### src/verilog/sram_pkg.sv
`default_nettype none

package sram_pkg;

    // One memory word, as stored in either chip.
    typedef logic [31:0] word_t;

    // A set bit means that byte lane is written.
    typedef logic [3:0] byte_mask_t;

    // Word address across both banks. Bit 0 selects the bank.
    typedef logic [19:0] word_addr_t;

    // Address within one chip.
    typedef logic [18:0] bank_addr_t;

    // Everything one chip is driven with. The tri-state buffer on dq
    // lives in the pad ring, so the output half and its enable are kept apart.
    typedef struct packed {
        logic       ce_n;
        logic       oe_n;
        logic       we_n;
        logic [3:0] be_n;
        bank_addr_t address;
        word_t      dq_out;
        logic       dq_oe;
    } bank_pins_t;

    // Which port the arbiter granted last.
    typedef enum logic {
        last_inst,
        last_data
    } arb_state_e;

endpackage

`default_nettype wire

### src/verilog/bus_pkg.sv
`default_nettype none

package bus_pkg;

    typedef enum logic {
        op_read,
        op_write
    } data_op_e;

    // An instruction fetch always returns the words at addr and addr+1.
    typedef struct packed {
        sram_pkg::word_addr_t addr;
    } inst_req_t;

    typedef struct packed {
        data_op_e             op;
        sram_pkg::word_addr_t addr;
        sram_pkg::word_t      wdata;
        sram_pkg::byte_mask_t mask;
    } data_req_t;

    // Read response: word0 is at the request address, word1 at the next one.
    typedef struct packed {
        sram_pkg::word_t word0;
        sram_pkg::word_t word1;
    } pair_rsp_t;

    // One granted access on its way to the chips.
    typedef struct packed {
        logic                 is_write;
        sram_pkg::word_addr_t addr;
        sram_pkg::word_t      wdata;
        sram_pkg::byte_mask_t mask;
        logic                 port;
    } access_t;

endpackage

`default_nettype wire

### src/verilog/req_queue.sv
`timescale 1ns/1ps
`default_nettype none

module req_queue #(
    parameter int  DEPTH = 4,
    parameter type T     = logic
) (
    input  logic clk,
    input  logic rst,
    input  logic push_valid,
    input  T     push_data,
    output logic head_valid,
    output T     head_data,
    input  logic pop,
    output logic credit
);

    localparam int PTR_W = (DEPTH > 1) ? $clog2(DEPTH) : 1;
    localparam int CNT_W = $clog2(DEPTH + 1);

    T                 mem [DEPTH];
    logic [PTR_W-1:0] wr_ptr;
    logic [PTR_W-1:0] rd_ptr;
    logic [CNT_W-1:0] count;
    logic             do_pop;

    // The requester only pushes while it holds a credit, so there is always room.
    assign head_valid = (count != '0);
    assign head_data  = mem[rd_ptr];
    assign do_pop     = pop && head_valid;

    always_ff @(posedge clk) begin
        if (push_valid) begin
            mem[wr_ptr] <= push_data;
        end
    end

    always_ff @(posedge clk or posedge rst) begin
        if (rst) begin
            wr_ptr <= '0;
            rd_ptr <= '0;
            count  <= '0;
            credit <= 1'b0;
        end else begin
            if (push_valid) begin
                wr_ptr <= (wr_ptr == PTR_W'(DEPTH - 1)) ? '0 : wr_ptr + 1'b1;
            end
            if (do_pop) begin
                rd_ptr <= (rd_ptr == PTR_W'(DEPTH - 1)) ? '0 : rd_ptr + 1'b1;
            end
            case ({push_valid, do_pop})
                2'b10:   count <= count + 1'b1;
                2'b01:   count <= count - 1'b1;
                default: count <= count;
            endcase
            // Each popped entry hands one credit back, one cycle later.
            credit <= do_pop;
        end
    end

endmodule

`default_nettype wire

### src/verilog/port_arbiter.sv
`timescale 1ns/1ps
`default_nettype none

module port_arbiter (
    input  logic               clk,
    input  logic               rst,
    input  logic               inst_valid,
    input  bus_pkg::inst_req_t inst_head,
    input  logic               data_valid,
    input  bus_pkg::data_req_t data_head,
    output logic               inst_pop,
    output logic               data_pop,
    output logic               access_valid,
    output bus_pkg::access_t   access
);

    sram_pkg::arb_state_e state;
    logic                 grant_inst;
    logic                 grant_data;

    // On a tie the port that lost last time goes first.
    assign grant_inst = inst_valid && (!data_valid || state == sram_pkg::last_data);
    assign grant_data = data_valid && !grant_inst;

    assign inst_pop     = grant_inst;
    assign data_pop     = grant_data;
    assign access_valid = grant_inst || grant_data;

    always_comb begin
        if (grant_inst) begin
            access.is_write = 1'b0;
            access.addr     = inst_head.addr;
            access.wdata    = '0;
            access.mask     = '0;
            access.port     = 1'b0;
        end else begin
            access.is_write = (data_head.op == bus_pkg::op_write);
            access.addr     = data_head.addr;
            access.wdata    = data_head.wdata;
            access.mask     = data_head.mask;
            access.port     = 1'b1;
        end
    end

    always_ff @(posedge clk or posedge rst) begin
        if (rst) begin
            state <= sram_pkg::last_data;
        end else if (grant_inst) begin
            state <= sram_pkg::last_inst;
        end else if (grant_data) begin
            state <= sram_pkg::last_data;
        end
    end

endmodule

`default_nettype wire

### src/verilog/interleave_ctrl.sv
`timescale 1ns/1ps
`default_nettype none

module interleave_ctrl (
    input  logic                 clk,
    input  logic                 rst,
    input  logic                 access_valid,
    input  bus_pkg::access_t     access,
    output sram_pkg::bank_pins_t base_pins,
    output sram_pkg::bank_pins_t ext_pins,
    input  sram_pkg::word_t      base_dq_in,
    input  sram_pkg::word_t      ext_dq_in,
    output logic                 inst_rsp_valid,
    output bus_pkg::pair_rsp_t   inst_rsp,
    output logic                 data_rsp_valid,
    output bus_pkg::pair_rsp_t   data_rsp
);

    // Chip deselected, nothing driven.
    localparam sram_pkg::bank_pins_t IDLE_PINS = '{
        ce_n:    1'b1,
        oe_n:    1'b1,
        we_n:    1'b1,
        be_n:    4'hf,
        address: '0,
        dq_out:  '0,
        dq_oe:   1'b0
    };

    sram_pkg::bank_pins_t base_next;
    sram_pkg::bank_pins_t ext_next;
    sram_pkg::bank_addr_t half_addr;
    logic                 addr_even;

    // State of the access currently on the pins.
    logic                 pend_read;
    logic                 pend_port;
    logic                 pend_even;
    bus_pkg::pair_rsp_t   pair;

    assign half_addr = access.addr[19:1];
    assign addr_even = ~access.addr[0];

    always_comb begin
        base_next = IDLE_PINS;
        ext_next  = IDLE_PINS;
        if (access_valid) begin
            base_next.ce_n = 1'b0;
            ext_next.ce_n  = 1'b0;
            if (access.is_write) begin
                // Only the chip that owns the word sees we_n low.
                base_next.we_n    = ~addr_even;
                ext_next.we_n     = addr_even;
                base_next.be_n    = ~access.mask;
                ext_next.be_n     = ~access.mask;
                base_next.address = half_addr;
                ext_next.address  = half_addr;
                base_next.dq_out  = access.wdata;
                ext_next.dq_out   = access.wdata;
                base_next.dq_oe   = 1'b1;
                ext_next.dq_oe    = 1'b1;
            end else begin
                // An odd start puts the second word in the next base row.
                base_next.oe_n    = 1'b0;
                ext_next.oe_n     = 1'b0;
                base_next.address = addr_even ? half_addr : half_addr + 1'b1;
                ext_next.address  = half_addr;
            end
        end
    end

    always_ff @(posedge clk or posedge rst) begin
        if (rst) begin
            base_pins <= IDLE_PINS;
            ext_pins  <= IDLE_PINS;
            pend_read <= 1'b0;
            pend_port <= 1'b0;
            pend_even <= 1'b0;
        end else begin
            base_pins <= base_next;
            ext_pins  <= ext_next;
            pend_read <= access_valid && !access.is_write;
            pend_port <= access.port;
            pend_even <= addr_even;
        end
    end

    // The chips answer combinationally, so the read data is ready one edge later.
    always_comb begin
        pair.word0 = pend_even ? base_dq_in : ext_dq_in;
        pair.word1 = pend_even ? ext_dq_in : base_dq_in;
    end

    always_ff @(posedge clk or posedge rst) begin
        if (rst) begin
            inst_rsp_valid <= 1'b0;
            data_rsp_valid <= 1'b0;
        end else begin
            inst_rsp_valid <= pend_read && !pend_port;
            data_rsp_valid <= pend_read && pend_port;
        end
    end

    always_ff @(posedge clk) begin
        if (pend_read && !pend_port) begin
            inst_rsp <= pair;
        end
        if (pend_read && pend_port) begin
            data_rsp <= pair;
        end
    end

endmodule

`default_nettype wire

### src/verilog/sram_subsystem.sv
`timescale 1ns/1ps
`default_nettype none

module sram_subsystem #(
    parameter int QUEUE_DEPTH = 4
) (
    input  logic                 clk,
    input  logic                 rst,
    input  bus_pkg::inst_req_t   inst_req,
    input  logic                 inst_req_valid,
    output logic                 inst_credit,
    input  bus_pkg::data_req_t   data_req,
    input  logic                 data_req_valid,
    output logic                 data_credit,
    output bus_pkg::pair_rsp_t   inst_rsp,
    output logic                 inst_rsp_valid,
    output bus_pkg::pair_rsp_t   data_rsp,
    output logic                 data_rsp_valid,
    output sram_pkg::bank_pins_t base_pins,
    output sram_pkg::bank_pins_t ext_pins,
    input  sram_pkg::word_t      base_dq_in,
    input  sram_pkg::word_t      ext_dq_in
);

    logic               inst_head_valid;
    bus_pkg::inst_req_t inst_head;
    logic               inst_pop;
    logic               data_head_valid;
    bus_pkg::data_req_t data_head;
    logic               data_pop;
    logic               access_valid;
    bus_pkg::access_t   access;

    req_queue #(
        .DEPTH (QUEUE_DEPTH),
        .T     (bus_pkg::inst_req_t)
    ) u_inst_queue (
        .clk        (clk),
        .rst        (rst),
        .push_valid (inst_req_valid),
        .push_data  (inst_req),
        .head_valid (inst_head_valid),
        .head_data  (inst_head),
        .pop        (inst_pop),
        .credit     (inst_credit)
    );

    req_queue #(
        .DEPTH (QUEUE_DEPTH),
        .T     (bus_pkg::data_req_t)
    ) u_data_queue (
        .clk        (clk),
        .rst        (rst),
        .push_valid (data_req_valid),
        .push_data  (data_req),
        .head_valid (data_head_valid),
        .head_data  (data_head),
        .pop        (data_pop),
        .credit     (data_credit)
    );

    port_arbiter u_arbiter (
        .clk          (clk),
        .rst          (rst),
        .inst_valid   (inst_head_valid),
        .inst_head    (inst_head),
        .data_valid   (data_head_valid),
        .data_head    (data_head),
        .inst_pop     (inst_pop),
        .data_pop     (data_pop),
        .access_valid (access_valid),
        .access       (access)
    );

    interleave_ctrl u_interleave (
        .clk            (clk),
        .rst            (rst),
        .access_valid   (access_valid),
        .access         (access),
        .base_pins      (base_pins),
        .ext_pins       (ext_pins),
        .base_dq_in     (base_dq_in),
        .ext_dq_in      (ext_dq_in),
        .inst_rsp_valid (inst_rsp_valid),
        .inst_rsp       (inst_rsp),
        .data_rsp_valid (data_rsp_valid),
        .data_rsp       (data_rsp)
    );

endmodule

`default_nettype wire

### config.mk
export PLATFORM = sky130hd
export DESIGN_NAME = sram_subsystem
export DESIGN_NICKNAME = d
export VERILOG_FILES = /design/src/verilog/sram_pkg.sv /design/src/verilog/bus_pkg.sv /design/src/verilog/req_queue.sv /design/src/verilog/port_arbiter.sv /design/src/verilog/interleave_ctrl.sv /design/src/verilog/sram_subsystem.sv
export SDC_FILE = /design/constraint.sdc
export NUM_CORES = 1
export LEC_CHECK = 0
export BUFFER_PORTS_ARGS = -buffer_cell sky130_fd_sc_hd__buf_4
export CELL_PAD_IN_SITES_DETAIL_PLACEMENT = 1
export CELL_PAD_IN_SITES_GLOBAL_PLACEMENT = 1
export CORE_UTILIZATION = 47
export DETAILED_ROUTE_END_ITERATION = 7
export GPL_TIMING_DRIVEN = 0
export HOLD_SLACK_MARGIN = 0.06
export PLACE_DENSITY_LB_ADDON = 0.1
export RECOVER_POWER = 100
export SKIP_LAST_GASP = 1
export SYNTH_ARGS = -nofsm -noshare
export SYNTH_HDL_FRONTEND = slang
export SYNTH_HIERARCHICAL = 1
export SYNTH_SLANG_ARGS = --single-unit
### constraint.sdc
create_clock -name clk -period 4.95 [get_ports clk]
set_clock_uncertainty 0.2 [all_clocks]
set_input_delay 0.495 -clock clk [delete_from_list [all_inputs] [get_ports clk]]
set_output_delay 0.495 -clock clk [all_outputs]
set_load 0.02 [all_outputs]
# Word level (Yosys, flattened, before mapping)
# Memory sizes are Yosys's and may differ from the RTL's.
# Index checks and enable logic that the tools add are counted.
[word_totals]
n_memories = 2
inputBits = 145
regBits = 268
output_inout_bits = 250
elab_cells = 94
ramBits = 308
[mem_list]
columns = ["memory", "words", "word_bits", "read_ports", "rd_ports_with_merged_regs", "wr", "line", "source"]
rows = [
  ["u_data_queue.mem", 4, 57, 1, 0, 1, "req_queue.sv:21", "T mem [DEPTH];"],
  ["u_inst_queue.mem", 4, 20, 1, 0, 1, "req_queue.sv:21", ""],
]
[op_classes]
mux = 23
bitwise_logic = 2
n_reduce_logical = 18
eq_ne = 8
addsub = 9
[ops]
columns = ["op", "n"]
rows = [
  ["$mux 59", 2],
  ["$mux 32", 2],
  ["$mux 58", 1],
  ["$mux 19", 2],
  ["$mux 33", 1],
  ["$add 19x1->19 const B", 1],
  ["$eq 2x2->1 const B", 6],
  ["$pmux 3 s2", 2],
  ["$mux 5", 2],
  ["$add 2x1->2 const B", 4],
  ["$mux 2", 4],
  ["$logic_and 1x1->1", 7],
  ["$mux 1", 7],
  ["$add 3x1->3 const B", 2],
  ["$reduce_bool 2->1", 3],
  ["$reduce_bool 3->1", 2],
  ["$sub 3x1->3 const B", 2],
  ["$eq 2x1->1 const B", 2],
  ["$logic_not 1->1", 4],
  ["$not 4->4", 1],
  ["$logic_or 1x1->1", 2],
  ["$not 1->1", 1],
]

# Longest topological paths before layout
# Gate-level depths: netlist of run 1.
[depth]
depth_word = 9
ltp_mapped = 13
depth_no_buf = 12

# Cells and area by module
# Netlist of run 1, hierarchy kept.
[by_module_without_submodules]
columns = ["module", "n_inst", "seq_area_each_um2", "area_each_um2", "cells_each"]
rows = [
  ["req_queue at u_data_queue", 1, 7046.8, 8684.6, 339],
  ["interleave_ctrl", 1, 5955.7, 7928.9, 479],
  ["req_queue at u_inst_queue", 1, 2602.5, 3359.5, 145],
  ["port_arbiter", 1, 26.3, 581.8, 72],
]

# Least setup slack after synthesis of run 1
# No wires, ideal clock.
[synth_path]
path_type = "register -> register"
start = "register u_interleave.pend_port"
end = "register, netlist name u_interleave/inst_rsp[0]"
setup_ns = 0.495
arrival_ns = 3.238
required_ns = 4.255
synth_period_minus_slack_ns = 3.933
path_buffers = 0
slack_ns = 1.017
path_stages_with_launch = 2
cell_sequence = "dfrtp_1 -> nor2b_1"
[synth_between]
elab_chain_cells = 2
[synth_rtl]
columns = ["element", "line", "source"]
rows = [
  ["from (decl)", "interleave_ctrl.sv:37", "logic pend_port;"],
  ["from (signal assigned)", "interleave_ctrl.sv:83", "pend_port <= access.port;"],
  ["$logic_not 1->1", "interleave_ctrl.sv:105", "if (pend_read && !pend_port) begin"],
  ["$logic_and 1x1->1", "interleave_ctrl.sv:105", ""],
]
# No other way between the ends.
# A chain may end at the register's enable or synchronous reset.

==> reports/qor.csv, run 1 <==
metric;value;unit
outcome;finished with violations;
failing checks;capacitance limit, slew limit;
top-area cell type share of the netlist area;0.637;
Worst VDD drop;0.462;mV
DIE AREA;0.0446;mm^2
starting density of the core;0.477;
fin util;0.620;
min Tclk post-route;3.92;ns
PD cells;676;mW/mm^2
# port buffers;394;
clock insertion delay at the later pin of the skew report;0.59;ns
CTS clk-pin slew, worst paths;0.06;ns
critical path launch point type;register;
CP cell instances;or3_1, inv_1, o21ai_0, clkbuf_1, mux2_1, nand4_1, or4_1, or4_1, a21oi_1;
largest net degree at the start of global routing;57;
Slew Viols, Final;297;
Routed Antenna Nets;0;
layout cells sized above 1;0.204;
vias in the first global route;13000;
CTS Hold Bufs;174;
DRC;0;
Post-CTS Setup Inserts;0;
crit path max fanout;10;
Core Region;0.0431;mm^2
post-DP HPWL;38300;um
main area contributors after synthesis;edfxtp_1, dfrtp_1, mux4_2;
CTS tree;yes;
Largest stage delay, worst path;0.80;ns
RSZ-0062 raised after global routing;false;
Post-synth EDFFs;436;
CP required;5.25;ns
Worst path most repeated cell;or4_1;
Rel. slew slack;-0.525;
first-pass GRT wire length;87100;um
PnR worst setup slack;1.03;ns
Critical Path Sink Type;register;
Post-Synthesis Cells;1035;
Post-Syn Nets;1195;
TritonCTS buffer count;54;
Crit path buffers/inverters;2;
vias per inst;5.19;
CTS sink cnt;537;
layout net count;1827;
CP Class;reg2reg;
R2R Setup Slk;1.03;ns
Site Rows;76;
WL/cell;26.3;um
Synth cell types;47;
Vias;11900;
FF+latch count, synth;537;
RePlAce Congestion;0.819;
R2R depth;9;
Min-Delay Startpoint;base_dq_in[31];
synth warn;6;
CTS resizes;0;
global route total overflow;0;
Die Span X;211;um
final count of negative-setup-slack endpoints;0;
initial antenna violation count;4;
fraction of registers with async set/reset;0.188;
MaxCap Viol Count;10;
Root Driver;clkbuf_16;
leak pwr;9.74;nW
pre-CTS setup slack;1.53;ns
Syn Std Cell Area;0.0206;mm^2
Sum Neg Setup Slack;0;ns
Worst-Margin Slew;2.29;ns
Hold Crit Class;in2reg;
Post-synth top cells;edfxtp_1, dfrtp_1, mux2_2;
Worst Hold End;u_interleave/inst_rsp[31]$_DFFE_PP_;
H-tree lvl count;2;
period utilization;0.793;
Routed WL;60600;um
dominant synthesized flop cell;edfxtp_1;
Boundary Pins;395;
Die Height;211;um
First-pass DRT Iterations;5;
Area Overhead vs Synth;30.0;%
Fmax;0.255;GHz
Hold Fails Final Rpt;0;
Hold Path Cell Cnt;2;
CP max stage cell;o21ai_0;
DRT iter0 DRCs;616;
FF-to-FF End;u_interleave/base_pins[50]$_DFF_PP0_;
final hold slack;0.0879;ns
delay-heaviest family, CP;simple AND/OR/NAND/NOR gates;
sequential share of the synthesized area;0.760;
worst endpoint data arrival time;4.23;ns
origin of the critical flop-to-flop path;u_data_queue/count[0]$_DFFE_PP0P_;
all-layer global routing usage;0.273;
area leader, netlist;edfxtp_1;
clock buffer depth;3;
Avg Inst Size Synth;19.9;um^2
count leader, synth;edfxtp_1;
## power breakdown
group / leakage, nW / switching (W) / internal (W)
registers: 5.29 / 0.000529 / 0.00648
logic: 3.51 / 0.00435 / 0.00241
clock network: 0.938 / 0.00168 / 0.00260
total: 9.74 / 0.00657 / 0.0115
## placed cells by master (no fill, tap or decap), types with 6 or more instances in the layout
master         count
edfxtp_1         436
clkbuf_1         350
dlygate4sd3_1    174
buf_4            113
dfrtp_1           92
mux4_2            75
clkbuf_16         57
and2_1            56
mux2_1            51
mux2_2            38
and3_1            35
inv_1             21
nor2_1            20
nand2_1           18
clkbuf_8          13
ha_1              13
and2_0            11
xor2_1            10
clkinv_2           9
o21ai_0            9
clkbuf_4           9
clkinv_1           7
buf_6              7
nand4_1            7
bufinv_16          6
a21oi_1            6
or3_1              6
xnor2_1            6
dfstp_1            6
## kinds of logic (layout without fill, tap and decap cells)
group                    after synthesis  after routing  synth area share
multiplexers                         170            170             0.136
AO/OA/AOI/OAI                         18             18           0.00530
XOR/XNOR                              16             16           0.00682
adder cells (fa/ha/maj)               15             15           0.00986
flip-flops                           537            537             0.760
buffers and inverters                105            783            0.0316
AND/OR/NAND/NOR                      174            174            0.0499
other                                  0              3                 0
## per-layer routing
layer | part of all wire | global-route usage | routed length (um)
met2 | 0.52 | 0.475 | 31300
met5 | 0.00017 | 0 | 10
met4 | 0.034 | 0.112 | 2070
met1 | 0.38 | 0.322 | 23200
met3 | 0.066 | 0.0693 | 3980
## worst reg2reg max path: cells and delay by family, from the launching register on
family / cells / cell delay (ns)
buffers and inverters: 2 / 0.60
flip-flops: 1 / 0.38
AO/OA/AOI/OAI: 2 / 0.95
multiplexers: 1 / 0.31
AND/OR/NAND/NOR: 4 / 1.40
## through the flow
step	power, W	instances	area, um^2
2_1_floorplan	0.0113	1035	20600
3_3_place_gp	0.0142	2014	24200
3_5_place_dp	0.0144	2022	24500
4_1_cts	0.0190	2298	28100
5_1_grt	0.0188	2301	26700
6_report	0.0181	2301	26700
## sequential cells by signal, indices dropped and copies added, names as in the netlist
signal                       flops
u_arbiter/state                  1
u_data_queue/count               3
u_data_queue/credit              1
u_data_queue/mem               228
u_data_queue/rd_ptr              2
u_data_queue/wr_ptr              2
u_inst_queue/count               3
u_inst_queue/credit              1
u_inst_queue/mem                80
u_inst_queue/rd_ptr              2
u_inst_queue/wr_ptr              2
u_interleave/base_pins          25
u_interleave/data_rsp           64
u_interleave/data_rsp_valid      1
u_interleave/ext_pins           54
u_interleave/inst_rsp           64
u_interleave/inst_rsp_valid      1
u_interleave/pend_even           1
u_interleave/pend_port           1
u_interleave/pend_read           1
## worst max path at each step
stage / slack (ns) / end / cells past startpoint / from
final: 1.03 / u_interleave/base_pins[50]$_DFF_PP0_ / 9 / u_data_queue/count[0]$_DFFE_PP0P_
after global routing: 0.68 / u_interleave/base_pins[50]$_DFF_PP0_ / 9 / u_data_queue/count[0]$_DFFE_PP0P_
after CTS: 1.50 / u_interleave/base_pins[47]$_DFF_PP0_ / 10 / u_data_queue/rd_ptr[1]$_DFFE_PP0P_
after detailed placement: 1.53 / u_interleave/base_pins[45]$_DFF_PP0_ / 10 / u_data_queue/rd_ptr[1]$_DFFE_PP0P_
after global placement: -0.68 / u_interleave/inst_rsp_valid$_DFF_PP0_ / 1 / u_interleave/pend_port$_DFF_PP0_
after floorplan: 1.02 / u_interleave/inst_rsp[0]$_DFFE_PP_ / 1 / u_interleave/pend_port$_DFF_PP0_
## final cells by class
type / instances / area, um^2
fill: 4025 / 16400
sequential: 537 / 15600
multi-input combinational: 393 / 4240
timing repair buffer: 576 / 3570
clock buffer: 81 / 1650
tap: 585 / 732
buffer: 82 / 561
clock inverter: 21 / 248
inverter: 23 / 87.6
antenna: 3 / 7.51
No activity file was read; power rests on OpenSTA's default activity.
==> inputs of run 2 (changes only) <==
==> constraint.sdc (replaced) <==
create_clock -name clk -period 3.8 [get_ports clk]
set_clock_uncertainty 0.2 [all_clocks]
set_input_delay 0.38 -clock clk [delete_from_list [all_inputs] [get_ports clk]]
set_output_delay 0.38 -clock clk [all_outputs]
set_load 0.02 [all_outputs]
==> run 2 against run 1 <==
Compared with the run above:
- critical path type unchanged
- non-clock buffer count grew 2
- wire length shrank 1.8%
- utilization shrank 0.19 points
- largest cell class unchanged
- total power grew 29%
- the flow still finishes with violations (capacitance limit, slew limit)
==> reports/qor.csv, run 2 (synthesis results as in run 1) <==
metric;value;unit;change
first-pass GRT wire length;86300;um;-0.95%
Fmax;0.281;GHz;+10%
CP max stage cell;clkbuf_1;;
Worst-Margin Slew;2.28;ns;-0.00707 ns
Die Height;211;um;unchanged
H-tree lvl count;2;;unchanged
Biggest register;u_data_queue/mem;;
initial antenna violation count;2;;-2
vias in the first global route;13100;;+0.49%
Fillers;4038;;+0.32%
worst endpoint data arrival time;3.86;ns;-0.37 ns
most frequent cells in the layout;edfxtp_1, clkbuf_1, dlygate4sd3_1;;
crit path max fanout;10;;unchanged
all-layer global routing usage;0.269;;-0.00341
Sum Neg Setup Slack;0;ns;unchanged
number of flip-flops in the largest register;228;;unchanged
Routed Antenna Nets;0;;unchanged
Boundary Pins;395;;unchanged
clock buffer depth;3;;unchanged
CP required;4.10;ns;-1.15 ns
Root Driver;clkbuf_16;;
RePlAce Congestion;0.839;;+2.4%
Site Rows;76;;unchanged
# port buffers;394;;unchanged
starting density of the core;0.477;;unchanged
layout cells sized above 1;0.215;;+0.0104
final count of negative-setup-slack endpoints;0;;unchanged
CTS tree;yes;;
Largest stage delay, worst path;0.68;ns;-0.12 ns
CTS sink cnt;537;;unchanged
leak pwr;9.69;nW;-0.47%
largest net degree at the start of global routing;45;;-21%
period utilization;0.938;;+0.145
Hold Fails Final Rpt;0;;unchanged
Die Span X;211;um;unchanged
CTS resizes;0;;unchanged
CTS Hold Bufs;176;;+1.1%
Sequential cell area;0.0156;mm^2;unchanged
failing checks;capacitance limit, slew limit;;
post-DP HPWL;37600;um;-1.6%
Post-CTS Setup Inserts;0;;unchanged
critical path launch point type;register;;
DRC;0;;unchanged
TritonCTS buffer count;54;;unchanged
most common cell after layout, fill and taps aside;edfxtp_1;;
area of the multi-input gates;0.00425;mm^2;+0.21%
DRT iter0 DRCs;834;;+35%
Rel. slew slack;-0.528;;-0.00278
Core Region;0.0431;mm^2;unchanged
vias per inst;5.16;;-0.47%
Slew Viols, Final;155;;-48%
Largest regs;u_data_queue/mem: 228 flops, u_inst_queue/mem: 80 flops;;
Worst setup startpoint;u_data_queue/rd_ptr[1]$_DFFE_PP0P_;;
FF-to-FF End;u_interleave/base_pins[50]$_DFF_PP0_;;
min Tclk post-route;3.56;ns;-0.359 ns
CP Class;reg2reg;;
Worst VDD drop;0.425;mV;-7.9%
R2R depth;7;;-2
MaxCap Viol Count;6;;-4
PD cells;874;mW/mm^2;+29%
WL/cell;25.8;um;-1.8%
fin util;0.618;;-0.00195
Critical Path Sink Type;register;;
CP cell instances;clkbuf_1, mux4_2, mux2_1, nand4_1, or4_4, or4_1, a21oi_1;;
R2R Setup Slk;0.24;ns;-0.79 ns
CTS clk-pin slew, worst paths;0.06;ns;about the same
global route total overflow;0;;unchanged
layout net count;1829;;+0.11%
outcome;finished with violations;;
Area Overhead vs Synth;29.6;%;
First-pass DRT Iterations;4;;-1
Routed WL;59500;um;-1.8%
DIE AREA;0.0446;mm^2;unchanged
worst setup path endpoint;u_interleave/base_pins[50]$_DFF_PP0_;;
clock insertion delay at the later pin of the skew report;0.59;ns;about the same
RSZ-0062 raised after global routing;false;;
Hold Crit Class;in2async;;
origin of the critical flop-to-flop path;u_data_queue/rd_ptr[1]$_DFFE_PP0P_;;
Vias;11900;;-0.51%
run 2: final cells by class:
cell class | count | share of cell area
multi-input combinational | 393 | 0.159
antenna | 1 | 0.0000939
clock inverter | 26 | 0.00986
buffer | 82 | 0.0208
clock buffer | 75 | 0.0579
inverter | 23 | 0.00329
sequential | 537 | 0.587
tap | 585 | 0.0275
timing repair buffer | 578 | 0.134
run 2: worst max-delay path, delay by kind of cell, from the launching register on:
family	cells	cell delay, ns
AND/OR/NAND/NOR	3	1.37
buffers and inverters	1	0.68
multiplexers	2	0.63
flip-flops	1	0.43
AO/OA/AOI/OAI	1	0.16
run 2: worst min-delay path by stage:
stage / from / endpoint / slack (ns) / cells after the start
final: rst / u_inst_queue/count[2]$_DFFE_PP0P_ / 0.19 / 3
after global routing: rst / u_inst_queue/count[2]$_DFFE_PP0P_ / 0.23 / 3
after CTS: rst / u_inst_queue/count[2]$_DFFE_PP0P_ / 0.12 / 3
after detailed placement: rst / u_inst_queue/rd_ptr[1]$_DFFE_PP0P_ / 0.21 / 2
after global placement: rst / u_inst_queue/rd_ptr[1]$_DFFE_PP0P_ / 0.20 / 2
after floorplan: rst / u_data_queue/count[0]$_DFFE_PP0P_ / -0.004 / 1
run 2: through the flow:
step	cells	total power [W]	worst slack (ns)	area, um^2	hold slack, ns
2_1_floorplan	1035	0.0147	0.797	20600	-0.00434
3_3_place_gp	2014	0.0184	-0.476	24200	0.200
3_5_place_dp	2022	0.0187	0.327	24500	0.205
4_1_cts	2299	0.0245	0.304	28000	0.120
5_1_grt	2300	0.0243	0.0954	26600	0.234
6_report	2300	0.0233	0.236	26600	0.192
run 2: where the power goes:
part | leakage [nW] | switching [W] | internal (W)
Combinational | 3.51 | 0.00560 | 0.00315
Sequential | 5.29 | 0.000677 | 0.00844
Clock | 0.892 | 0.00225 | 0.00317
Total | 9.69 | 0.00852 | 0.0148
run 2: routing by layer:
| metal | share of wire | global-route usage | vias to the layer above |
|---|---|---|---|
| li1 | - | - | 5214 |
| met1 | 0.40 | 0.338 | 6186 |
| met2 | 0.51 | 0.466 | 379 |
| met3 | 0.059 | 0.0540 | 91 |
| met4 | 0.028 | 0.0887 | 4 |
| met5 | 0.0015 | 0.0122 | - |
==> inputs of run 3 (changes only) <==
--- a/config.mk
+++ b/config.mk
@@ -8,7 +8,7 @@
 export BUFFER_PORTS_ARGS = -buffer_cell sky130_fd_sc_hd__buf_4
 export CELL_PAD_IN_SITES_DETAIL_PLACEMENT = 1
 export CELL_PAD_IN_SITES_GLOBAL_PLACEMENT = 1
-export CORE_UTILIZATION = 47
+export CORE_UTILIZATION = 30
 export DETAILED_ROUTE_END_ITERATION = 7
 export GPL_TIMING_DRIVEN = 0
 export HOLD_SLACK_MARGIN = 0.06
==> run 3 against run 2 <==
Compared with the run above:
- the run still ends with capacitance limit, slew limit left
- wire length down 0.54%
- die area is 56% higher
- total power rose by 0.53%
- count of clock-buffer cells in the layout is 11 higher
- global-route usage down 10 points
- register-to-register slack worse by 0.04 ns
- highest routed layer is now met4
==> reports/qor.csv, run 3 (synthesis results as in run 1) <==
metric;value;unit;change
CP cell instances;or3_1, inv_1, o21ai_4, buf_6, mux2_2, ha_1, and4b_1, nand4_1, or3_1, a21oi_1;;
all-layer global routing usage;0.169;;-0.101
Site Rows;95;;+25%
clock insertion delay at the later pin of the skew report;0.62;ns;+0.03 ns
Clk pwr share;0.239;;+0.006
R2R depth;10;;+3
post-DP HPWL;40300;um;+7.0%
Hold Fails Final Rpt;0;;unchanged
First-pass DRT Iterations;4;;unchanged
vias per inst;4.49;;-13%
largest net degree at the start of global routing;53;;+18%
worst endpoint data arrival time;3.88;ns;+0.02 ns
CP required;4.07;ns;-0.03 ns
min Tclk post-route;3.61;ns;+0.0426 ns
DRT iter0 DRCs;522;;-37%
PnR worst setup slack;0.193;ns;-0.0426 ns
Hold Crit Class;in2async;;
first-pass GRT wire length;86100;um;-0.26%
total chip power;0.0234;W;+0.53%
Routed Antenna Nets;0;;unchanged
outcome;finished with violations;;
Core Region;0.0675;mm^2;+57%
PD cells;862;mW/mm^2;-1.4%
Fillers;6821;;+69%
FF-to-FF End;u_interleave/base_pins[47]$_DFF_PP0_;;
most common cell after layout, fill and taps aside;edfxtp_1;;
WL/cell;22.7;um;-12%
Int Pwr;0.0149;W;+1.2%
leak pwr;9.76;nW;+0.69%
Biggest register;u_data_queue/mem;;
Crit path buffers/inverters;2;;+1
Slew Viols, Final;252;;+63%
DIE AREA;0.0696;mm^2;+56%
delay-heaviest family, CP;simple AND/OR/NAND/NOR gates;;
final count of negative-setup-slack endpoints;0;;unchanged
vias in the first global route;12700;;-2.9%
failing checks;capacitance limit, slew limit;;
Root Driver;clkbuf_16;;
TritonCTS buffer count;61;;+13%
CTS tree;yes;;
CP Class;reg2reg;;
Comb pwr share;0.374;;-0.002
Die Height;264;um;+25%
number of flip-flops in the largest register;228;;unchanged
Die Span X;264;um;+25%
Vias;11700;;-1.7%
DRC;0;;unchanged
critical path launch point type;register;;
clock buffer depth;3;;unchanged
starting density of the core;0.304;;-0.173
period utilization;0.949;;+0.0112
most frequent cells in the layout;edfxtp_1, clkbuf_1, dlygate4sd3_1;;
Fmax;0.277;GHz;-1.2%
Routed WL;59100;um;-0.54%
CTS clk-pin slew, worst paths;0.06;ns;about the same
Rel. slew slack;-0.376;;+0.152
initial antenna violation count;5;;+3
MaxCap Viol Count;10;;+4
Worst VDD drop;0.385;mV;-9.4%
CTS sink cnt;537;;unchanged
H-tree lvl count;2;;unchanged
origin of the critical flop-to-flop path;u_data_queue/count[0]$_DFFE_PP0P_;;
global route total overflow;0;;unchanged
RePlAce Congestion;0.818;;-2.4%
Worst path most repeated cell;or3_1;;
RSZ-0062 raised after global routing;false;;
crit path max fanout;10;;unchanged
Area Overhead vs Synth;32.2;%;
Critical Path Sink Type;register;;
Boundary Pins;395;;unchanged
Post-CTS Setup Inserts;0;;unchanged
Largest stage delay, worst path;0.44;ns;-0.24 ns
# port buffers;394;;unchanged
Sw Pwr;0.00847;W;-0.56%
pre-CTS setup slack;0.0238;ns;-0.303 ns
Largest regs;u_data_queue/mem: 228 flops, u_inst_queue/mem: 80 flops;;
Flop pwr share;0.387;;-0.005
layout net count;1835;;+0.33%
R2R Setup Slk;0.19;ns;-0.04 ns
layout cells sized above 1;0.218;;+0.00339
CP max stage cell;or3_1;;
Worst-Margin Slew;2.06;ns;-0.217 ns
Sw Ratio;0.362;;-0.00399
==> run 3: per-stage QoR <==
stage               instance area [um^2]  setup TNS, ns  std cells  hold WS, ns   util
floorplan                          20600              0       1035     -0.00434      -
CTS                                28500              0       2598       0.0830  0.422
global placement                   24600        -124.26       2302        0.183  0.364
detailed placement                 24800              0       2310        0.207  0.368
finish                             27200              0       2600        0.131  0.402
global route                       27200              0       2600        0.177  0.402
==> run 3: area by class of cell <==
type,count,area (um^2),area share
Buffer,81,553,0.0204
Timing Repair Buffer,578,3660,0.135
Sequential cell,537,15600,0.575
Antenna cell,3,7.51,0.000276
Clock inverter,26,231,0.00852
Clock buffer,86,1650,0.0607
Multi-Input combinational cell,393,4260,0.157
Tap cell,873,1090,0.0402
Inverter,23,87.6,0.00322
==> run 3: how the worst max path moves through the flow <==
stage | cells after the start | from | end
detailed placement | 10 | u_data_queue/rd_ptr[1]$_DFFE_PP0P_ | u_interleave/base_pins[47]$_DFF_PP0_
finish | 10 | u_data_queue/count[0]$_DFFE_PP0P_ | u_interleave/base_pins[47]$_DFF_PP0_
CTS | 11 | u_data_queue/count[0]$_DFFE_PP0P_ | u_interleave/base_pins[47]$_DFF_PP0_
global route | 4 | rst | u_interleave/ext_pins[24]$_DFF_PP0_
floorplan | 9 | u_data_queue/count[0]$_DFFE_PP0P_ | u_interleave/base_pins[50]$_DFF_PP0_
global placement | 2 | rst | u_interleave/ext_pins[24]$_DFF_PP0_
==> run 3: timing repair <==
item | 4_1_cts | 5_1_grt
gates cloned | 0 | 0
resized for setup | 1 | 0
endpoints found under the hold margin | 493 | 0
setup endpoints to repair | 1 | 1
hold buffers | 176 | 0
==> run 3: power by group through the flow <==
stage                     clock [W]  combinational (W)  sequential (W)
after floorplan                   0            0.00447          0.0102
after global placement            0            0.00954         0.00929
after detailed placement          0            0.00976         0.00921
after CTS                   0.00578             0.0101         0.00910
after global routing        0.00598            0.00948         0.00923
final                       0.00559            0.00876         0.00907
==> run 3: worst reg2reg max path: cells and delay by family, from the launching register on <==
family	cells	cell delay, ns
simple gates	4	1.49
compound gates	2	0.46
mux	1	0.35
buf+inv	2	0.33
fa+ha+maj	1	0.24
flops	1	0.41
==> run 3: layer usage <==
metal / track usage / vias to the layer above / share of wire
li1: - / 5241 / -
met1: 0.217 / 6024 / 0.44
met2: 0.287 / 330 / 0.49
met3: 0.0390 / 83 / 0.054
met4: 0.0420 / 0 / 0.020
met5: 0 / - / 0
